===== src/bcdPkg.sv =====
package bcdPkg;

	// **************************************************
	// packed decimal counts
	// **************************************************

	typedef logic [3:0] bcdDigitT; // one decimal digit, 0 to 9

	localparam int NumDigits = 4; // ones, tens, hundreds, thousands

	typedef bcdDigitT [NumDigits-1:0] bcdCountT; // index 3 is the thousands digit

	// digit-wise decimal add, carry out of the thousands digit is dropped
	function automatic bcdCountT bcdAdd(input bcdCountT a, input bcdCountT b);
		bcdCountT result;
		logic carry;
		logic [4:0] digitSum;
		carry = 1'b0;
		for (int i = 0; i < NumDigits; i++) begin
			digitSum = {1'b0, a[i]} + {1'b0, b[i]} + {4'b0, carry};
			carry = (digitSum > 5'd9);
			if (carry) begin
				digitSum = digitSum - 5'd10; // back into 0..9
			end
			result[i] = digitSum[3:0];
		end
		return result;
	endfunction

endpackage


===== src/gamePkg.sv =====
package gamePkg;

	// **************************************************
	// board and mole motion
	// **************************************************

	localparam int NumMoles = 8; // holes on the board
	localparam int HeightMax = 20; // fully raised
	localparam int HeightWidth = 5;
	localparam int WaitCount = 4; // wait strobes spent at the top
	localparam int WaitWidth = $clog2(WaitCount + 1);

	typedef logic [HeightWidth-1:0] heightT;

	// strobe rates in Clock cycles
	localparam int StepPeriod = 2;
	localparam int WaitPeriod = 4;
	localparam int TickWidth = $clog2((StepPeriod > WaitPeriod ? StepPeriod : WaitPeriod) + 1);

	// **************************************************
	// random rise source
	// **************************************************

	localparam int LfsrWidth = 16; // also the seed counter width
	localparam int SlotSpacing = 60; // sequence bits between mole taps
	localparam int SeqLength = NumMoles * SlotSpacing;

	// FSM encodings
	localparam logic [1:0] WhackIdle = 2'b00;
	localparam logic [1:0] WhackPressed = 2'b01;
	localparam logic [1:0] WhackHit = 2'b11;

	localparam logic [1:0] MoleHiding = 2'b00;
	localparam logic [1:0] MoleRising = 2'b01;
	localparam logic [1:0] MoleWaiting = 2'b11;
	localparam logic [1:0] MoleLowering = 2'b10;

endpackage


===== src/tickGenerator.sv =====
`timescale 1ns/10ps

module tickGenerator (
	input logic Clock,
	input logic reset,
	output logic stepTick,
	output logic waitTick
);

	logic [1:0] strobes; // bit 0 step, bit 1 wait

	// one down-counter per strobe, each fires when it reaches zero
	for (genvar t = 0; t < 2; t++) begin : gTick
		logic [gamePkg::TickWidth-1:0] count;
		logic [gamePkg::TickWidth-1:0] reload;

		assign reload = gamePkg::TickWidth'(((t == 0) ? gamePkg::StepPeriod :
			gamePkg::WaitPeriod) - 1); // period minus one

		always_ff @(posedge Clock or posedge reset) begin
			if (reset) begin
				count <= reload;
			end else if (count == '0) begin
				count <= reload; // wrap, strobe is high this cycle
			end else begin
				count <= count - 1'b1;
			end
		end

		assign strobes[t] = (count == '0);
	end

	assign stepTick = strobes[0];
	assign waitTick = strobes[1];

endmodule


===== src/moleScheduler.sv =====
`timescale 1ns/10ps

module moleScheduler (
	input logic Clock,
	input logic reset,
	input logic loadSeed,
	input logic shift,
	output logic [gamePkg::NumMoles-1:0] riseRequest
);

	logic [gamePkg::LfsrWidth-1:0] seedCount; // free running, sampled as the seed
	logic [gamePkg::LfsrWidth-1:0] lfsr;
	logic feedback;
	logic [gamePkg::SeqLength-1:0] seqBits; // long delay line of random bits

	// **************************************************
	// seed source
	// **************************************************

	always_ff @(posedge Clock or posedge reset) begin
		if (reset) begin
			seedCount <= '0;
		end else begin
			seedCount <= seedCount + 1'b1;
		end
	end

	// **************************************************
	// LFSR
	// **************************************************

	assign feedback = lfsr[0] ^ lfsr[2] ^ lfsr[3] ^ lfsr[5];

	always_ff @(posedge Clock or posedge reset) begin
		if (reset) begin
			lfsr <= '0; // stays zero until a seed is loaded
		end else if (loadSeed) begin
			lfsr <= seedCount;
		end else if (shift) begin
			lfsr <= {feedback, lfsr[gamePkg::LfsrWidth-1:1]};
		end
	end

	// **************************************************
	// rise sequence
	// **************************************************

	always_ff @(posedge Clock or posedge reset) begin
		if (reset) begin
			seqBits <= '0;
		end else if (shift) begin
			seqBits <= {seqBits[gamePkg::SeqLength-2:0], lfsr[0]}; // new bit enters at 0
		end
	end

	// each mole taps the last bit of its slot
	for (genvar k = 0; k < gamePkg::NumMoles; k++) begin : gTap
		assign riseRequest[k] = seqBits[(k + 1) * gamePkg::SlotSpacing - 1];
	end

endmodule


===== src/whackDecoder.sv =====
`timescale 1ns/10ps

module whackDecoder (
	input logic Clock,
	input logic reset,
	input logic [gamePkg::NumMoles-1:0] switches,
	output logic [gamePkg::NumMoles-1:0] hit
);

	// press then release on a switch gives a single hit strobe
	for (genvar m = 0; m < gamePkg::NumMoles; m++) begin : gSwitch
		logic [1:0] state;
		logic [1:0] nextState;

		always_comb begin
			nextState = state;
			case (state)
				gamePkg::WhackIdle: begin
					if (switches[m]) nextState = gamePkg::WhackPressed;
				end
				gamePkg::WhackPressed: begin
					if (!switches[m]) nextState = gamePkg::WhackHit; // released
				end
				gamePkg::WhackHit: begin
					nextState = gamePkg::WhackIdle; // strobe lasts one cycle
				end
				default: begin
					nextState = gamePkg::WhackIdle;
				end
			endcase
		end

		always_ff @(posedge Clock or posedge reset) begin
			if (reset) begin
				state <= gamePkg::WhackIdle;
			end else begin
				state <= nextState;
			end
		end

		assign hit[m] = (state == gamePkg::WhackHit);
	end

endmodule


===== src/moleRiser.sv =====
`timescale 1ns/10ps

module moleRiser (
	input logic Clock,
	input logic reset,
	input logic stepTick,
	input logic waitTick,
	input logic go,
	input logic hit,
	output gamePkg::heightT height,
	output logic hiding
);

	logic [1:0] state;
	logic [gamePkg::WaitWidth-1:0] waitCount; // wait strobes seen at the top

	// **************************************************
	// rise, wait and lower controller
	// **************************************************

	always_ff @(posedge Clock or posedge reset) begin
		if (reset) begin
			state <= gamePkg::MoleHiding;
			height <= '0;
			waitCount <= '0;
		end else if (hit) begin
			// a whack drops the mole straight back into its hole
			state <= gamePkg::MoleHiding;
			height <= '0;
			waitCount <= '0;
		end else begin
			case (state)
				gamePkg::MoleHiding: begin
					if (go) begin
						state <= gamePkg::MoleRising;
					end
				end
				gamePkg::MoleRising: begin
					if (height == gamePkg::HeightMax) begin
						state <= gamePkg::MoleWaiting; // fully up
					end else if (stepTick) begin
						height <= height + 1'b1;
					end
				end
				gamePkg::MoleWaiting: begin
					if (waitCount == gamePkg::WaitCount) begin
						state <= gamePkg::MoleLowering;
						waitCount <= '0;
					end else if (waitTick) begin
						waitCount <= waitCount + 1'b1;
					end
				end
				gamePkg::MoleLowering: begin
					if (height == '0) begin
						state <= gamePkg::MoleHiding; // back down, cycle done
					end else if (stepTick) begin
						height <= height - 1'b1;
					end
				end
				default: begin
					state <= gamePkg::MoleHiding;
				end
			endcase
		end
	end

	assign hiding = (state == gamePkg::MoleHiding);

endmodule


===== src/scoreTally.sv =====
`timescale 1ns/10ps

module scoreTally (
	input logic Clock,
	input logic reset,
	input logic [gamePkg::NumMoles-1:0] hit,
	input logic [gamePkg::NumMoles-1:0] hiding,
	input logic [gamePkg::NumMoles-1:0] riseRequest,
	output bcdPkg::bcdCountT totalScore,
	output bcdPkg::bcdCountT totalRise
);

	wire bcdPkg::bcdCountT [gamePkg::NumMoles-1:0] hitCounts; // per mole scores
	wire bcdPkg::bcdCountT [gamePkg::NumMoles-1:0] riseCounts; // per mole rises

	// **************************************************
	// per mole decimal counters
	// **************************************************

	for (genvar m = 0; m < gamePkg::NumMoles; m++) begin : gMole
		bcdPkg::bcdCountT hitCount;
		bcdPkg::bcdCountT riseCount;

		always_ff @(posedge Clock or posedge reset) begin
			if (reset) begin
				hitCount <= '0;
			end else if (hit[m] && !hiding[m]) begin
				// only a mole that is up can be scored
				hitCount <= bcdPkg::bcdAdd(hitCount, bcdPkg::bcdCountT'(1));
			end
		end

		always_ff @(posedge Clock or posedge reset) begin
			if (reset) begin
				riseCount <= '0;
			end else if (riseRequest[m] && hiding[m]) begin
				riseCount <= bcdPkg::bcdAdd(riseCount, bcdPkg::bcdCountT'(1)); // leaves hole now
			end
		end

		assign hitCounts[m] = hitCount;
		assign riseCounts[m] = riseCount;
	end

	// **************************************************
	// totals
	// **************************************************

	// chained decimal adds, mole 0 first
	always_comb begin
		totalScore = '0;
		totalRise = '0;
		for (int m = 0; m < gamePkg::NumMoles; m++) begin
			totalScore = bcdPkg::bcdAdd(totalScore, hitCounts[m]);
			totalRise = bcdPkg::bcdAdd(totalRise, riseCounts[m]);
		end
	end

endmodule


===== src/whackGame.sv =====
`timescale 1ns/10ps

module whackGame (
	input logic Clock,
	input logic reset,
	input logic [gamePkg::NumMoles-1:0] switches,
	input logic loadSeed,
	input logic shift,
	output gamePkg::heightT [gamePkg::NumMoles-1:0] moleHeights,
	output bcdPkg::bcdCountT totalScore,
	output bcdPkg::bcdCountT totalRise
);

	logic stepTick;
	logic waitTick;
	logic [gamePkg::NumMoles-1:0] riseRequest;
	logic [gamePkg::NumMoles-1:0] hit;
	logic [gamePkg::NumMoles-1:0] hiding;

	tickGenerator i_tickGenerator (
		.Clock(Clock),
		.reset(reset),
		.stepTick(stepTick),
		.waitTick(waitTick)
	);

	moleScheduler i_moleScheduler (
		.Clock(Clock),
		.reset(reset),
		.loadSeed(loadSeed),
		.shift(shift),
		.riseRequest(riseRequest)
	);

	whackDecoder i_whackDecoder (
		.Clock(Clock),
		.reset(reset),
		.switches(switches),
		.hit(hit)
	);

	// one controller per hole
	for (genvar m = 0; m < gamePkg::NumMoles; m++) begin : gMole
		moleRiser i_moleRiser (
			.Clock(Clock),
			.reset(reset),
			.stepTick(stepTick),
			.waitTick(waitTick),
			.go(riseRequest[m]),
			.hit(hit[m]),
			.height(moleHeights[m]),
			.hiding(hiding[m])
		);
	end

	scoreTally i_scoreTally (
		.Clock(Clock),
		.reset(reset),
		.hit(hit),
		.hiding(hiding),
		.riseRequest(riseRequest),
		.totalScore(totalScore),
		.totalRise(totalRise)
	);

endmodule


===== config.mk =====
export PLATFORM = sky130hd
export DESIGN_NAME = whackGame
export DESIGN_NICKNAME = d
export VERILOG_FILES = /design/src/bcdPkg.sv /design/src/gamePkg.sv /design/src/tickGenerator.sv /design/src/moleScheduler.sv /design/src/whackDecoder.sv /design/src/moleRiser.sv /design/src/scoreTally.sv /design/src/whackGame.sv
export SDC_FILE = /design/constraint.sdc
export NUM_CORES = 2
export LEC_CHECK = 0
export ABC_AREA = 1
export CAP_MARGIN = 20
export CORE_UTILIZATION = 40
export DETAILED_ROUTE_END_ITERATION = 16
export DONT_BUFFER_PORTS = 1
export PLACE_DENSITY = 0.55
export SLEW_MARGIN = 30
export SYNTH_ARGS = -nofsm -noshare
export SYNTH_HDL_FRONTEND = slang
export SYNTH_SLANG_ARGS = --single-unit

===== constraint.sdc =====
create_clock -name Clock -period 35.4 [get_ports Clock]
set_input_delay 5.31 -clock Clock [delete_from_list [all_inputs] [get_ports Clock]]
set_output_delay 5.31 -clock Clock [all_outputs]
set_load 0.05 [all_outputs]

==> impl_metrics.tcl <==
set metrics [dict create \
    status "completed" \
    worstSetupEndpointType "output port" \
    fp.dieArea_sq_um 153000 \
    finalSetupTns_ns 0 \
    crit_type "reg -> out" \
    cts_setup_buffers 0 \
    synth_seq_cells 870 \
    setup_viol 0 \
    pin_count 84 \
    syn_nets 8991 \
    num_vias 48800 \
    arrival_ns 16.58 \
    chipWidth_um 392 \
    clk-insertion-delay-late_ns 0.72 \
    grt_max_degree 484 \
    relSlewSlack_pct 20.5 \
    synth.yosys.warnings 0 \
    hold_class "reg -> reg" \
    ant_nets 0 \
    crit_slowest_cell "dfrtp_1" \
    critPathMaxFanout 7 \
    drt_iter0_drc 2657 \
    via_per_inst 4.71 \
    rsz0062_at_grt "no" \
    syn_area_per_cell_sq_um 7.32 \
    seq_area_sq_um 21800 \
    start_util_pct 40.4 \
    grt_usage_pct 16.3 \
    synth-seq-area-share_pct 35.8 \
    grt_pass1_wl_mm 216 \
    min_period_over_period_pct 61.8 \
    whs_ns 0.443 \
    maxSlewViolCount 0 \
    crit_end "totalRise[15]" \
    drc 0 \
    cp_common_cell "nand2_1" \
    overflow 0 \
    syn_to_final_growth_pct 8.97 \
    drive_gt1_share_pct 5.09 \
    routed_wl_mm 122 \
    dp_hpwl_mm 86.6 \
    core_sq_um 150000 \
    drv_cap 0 \
    multi_input_area_sq_um 34300 \
    worst_pin_slew_ns 1.19 \
    synthDistinctLibCells 44 \
    worst_path_largest_cell_delay_ns 0.47 \
    gp_congestion 0.816 \
    ff2ff_setup_slack_ns 29.86 \
    cts_resized 0 \
    cp.required_ns 30.09 \
    rows 142 \
    min_period_ns 21.89 \
    wire_per_inst_um 11.8 \
    cts.sinks 870 \
    final.fill_count 15400 \
    first_global_vias 46700 \
    numCtsBuffers 103 \
    crit_start "i_scoreTally.gMole[0].riseCount[0]$_DFFE_PP0P_" \
    final_common_cell "nand2_1" \
    synth_area_sq_um 60800 \
    clockRootBuffer "clkbuf_16" \
    start_kind "flop" \
    firstDrtPassIters 5 \
    die_h_um 392 \
    postSynthCellCount 8300 \
    port_buffers 0 \
    fmax_mhz 45.7 \
    mostFrequentLayoutCells "3510 x nand2_1, 1002 x inv_1, 867 x dfrtp_1, 657 x nand3_1, 573 x ha_1" \
    fin_worst_skew_ns 0.0512 \
    postCtsHoldBufs 0 \
    reg2reg_to "i_scoreTally.gMole[5].hitCount[13]$_DFFE_PP0P_" \
    antenna_found_initial 0 \
    timing.rr.start "i_scoreTally.gMole[5].hitCount[1]$_DFFE_PP0P_" \
    final_nets 8957 \
    cts_tree "done" \
    htree_num_levels 3 \
    cts.clk_slew.worst_paths_ns 0.06 \
    hold_viol_final 0 \
    r2r_cells 38 \
    clockBufferDepth 3 \
]
==> worst max-delay path, delay by kind of cell (launching register included) <==
kind	cells	cell delay [ns]
adder cells (fa/ha/maj)	18	6.46
XOR/XNOR	16	3.82
AND/OR/NAND/NOR	33	3.77
AO/OA/AOI/OAI	5	0.80
buffers and inverters	6	0.53
flip-flops	1	0.47
==> area by class of cell <==
cell class	instances	share of cell area, %
Antenna cell	1	0.00378
Clock buffer	149	4.49
Clock inverter	37	0.728
Inverter	1025	5.83
Multi-Input combinational cell	6240	51.8
Sequential cell	870	32.9
Tap cell	2016	3.81
Timing Repair Buffer	26	0.429
==> per-stage QoR <==
| step | setup WS (ns) | utilization (%) | cells | area, sq um |
|---|---|---|---|---|
| after global placement | 14.62 | 41.7 | 10200 | 62700 |
| after detailed placement | 14.15 | 41.7 | 10200 | 62700 |
| final | 13.51 | 44.0 | 10400 | 66200 |
| after global routing | 12.10 | 44.0 | 10400 | 66200 |
| after floorplan | 5.64 | - | 8300 | 60800 |
| after CTS | 13.32 | 44.0 | 10400 | 66100 |
==> flip-flops by register name, summed over array words and instances, names as in the netlist <==
name	flops
i_moleScheduler.lfsr	16
i_scoreTally.gMole.riseCount	128
i_moleScheduler.seqBits	480
gMole.i_moleRiser.height	40
gMole.i_moleRiser.waitCount	24
i_moleScheduler.seedCount	16
i_tickGenerator.gTick.count	6
i_scoreTally.gMole.hitCount	128
i_whackDecoder.gSwitch.state	16
gMole.i_moleRiser.state	16
==> cells by family (layout without fill, tap and decap cells) <==
group	after synthesis	in the layout	share of synthesized area [%]
other	0	1	0
xor gates and xnor gates	160	160	2.87
AOI/OAI and AO/OA	571	571	4.98
DFF	870	870	35.8
adders and majority gates	679	679	15.3
and+or+nand+nor	4830	4830	33.3
buffers and inverters	1190	1237	7.69
==> synth_stat cells <==
| master | number | area (sq um) |
|---|---|---|
| nand3_2 | 44 | 440 |
| inv_1 | 1003 | 3760 |
| xor2_2 | 26 | 423 |
| clkbuf_1 | 33 | 124 |
| buf_2 | 118 | 591 |
| or2_1 | 4 | 25.0 |
| nand3b_1 | 100 | 751 |
| nor3b_1 | 9 | 67.6 |
| nor4_2 | 1 | 12.5 |
| a31oi_1 | 1 | 6.26 |
| nand2_2 | 119 | 744 |
| nand4_1 | 80 | 500 |
| inv_2 | 22 | 82.6 |
| and3_1 | 1 | 6.26 |
| xnor2_2 | 5 | 81.3 |
| o21ai_0 | 203 | 1020 |
| nor2_4 | 8 | 90.1 |
| a211oi_1 | 6 | 45.0 |
| xor2_1 | 91 | 797 |
| a21o_1 | 2 | 15.0 |
| xnor3_1 | 8 | 180 |
| o21ai_1 | 18 | 90.1 |
| nor2_1 | 283 | 1060 |
| o21bai_1 | 1 | 7.51 |
| nor2_2 | 5 | 31.3 |
| nor3_4 | 1 | 16.3 |
| nand2_1 | 3510 | 13200 |
| a22oi_1 | 5 | 37.5 |
| nand3_1 | 657 | 3290 |
| o21a_1 | 30 | 225 |
| dfstp_2 | 3 | 78.8 |
| xnor2_1 | 30 | 263 |
| a21boi_2 | 1 | 11.3 |
| o21bai_2 | 1 | 11.3 |
| ha_1 | 573 | 7170 |
| buf_1 | 4 | 15.0 |
| o211ai_1 | 9 | 67.6 |
| a21boi_0 | 9 | 67.6 |
| fa_1 | 106 | 2120 |
| dfrtp_1 | 867 | 21700 |
| a21oi_1 | 285 | 1430 |
| buf_4 | 4 | 30.0 |
| buf_6 | 6 | 67.6 |
| nor3_1 | 8 | 40.0 |
==> worst min path at each step <==
stage / startpoint / cells after the start / slack, ns / end
2_1_floorplan: i_whackDecoder.gSwitch[6].state[1]$_DFFE_PP0P_ / 1 / 0.42 / i_whackDecoder.gSwitch[6].state[0]$_DFFE_PP0P_
4_1_cts: i_whackDecoder.gSwitch[7].state[1]$_DFFE_PP0P_ / 1 / 0.45 / i_whackDecoder.gSwitch[7].state[0]$_DFFE_PP0P_
3_3_place_gp: i_whackDecoder.gSwitch[6].state[1]$_DFFE_PP0P_ / 1 / 0.44 / i_whackDecoder.gSwitch[6].state[0]$_DFFE_PP0P_
6_report: i_whackDecoder.gSwitch[7].state[1]$_DFFE_PP0P_ / 1 / 0.44 / i_whackDecoder.gSwitch[7].state[0]$_DFFE_PP0P_
3_5_place_dp: i_whackDecoder.gSwitch[7].state[1]$_DFFE_PP0P_ / 1 / 0.44 / i_whackDecoder.gSwitch[7].state[0]$_DFFE_PP0P_
5_1_grt: i_tickGenerator.gTick[1].count[0]$_DFF_PP1_ / 1 / 0.46 / i_tickGenerator.gTick[1].count[0]$_DFF_PP1_
==> per-layer routing <==
metal  up-vias  part of all wire [%]  GRT usage, %
met5         -                     0             0
met4         0                   2.1          4.07
met3       141                   2.7          2.22
met2       422                    46          27.8
met1     22200                    50          21.7
li1      26000                     -             -
Power is left out: the tool's default activity adds up to more than one toggle a clock period on the data nets, which glitch-free logic cannot reach.
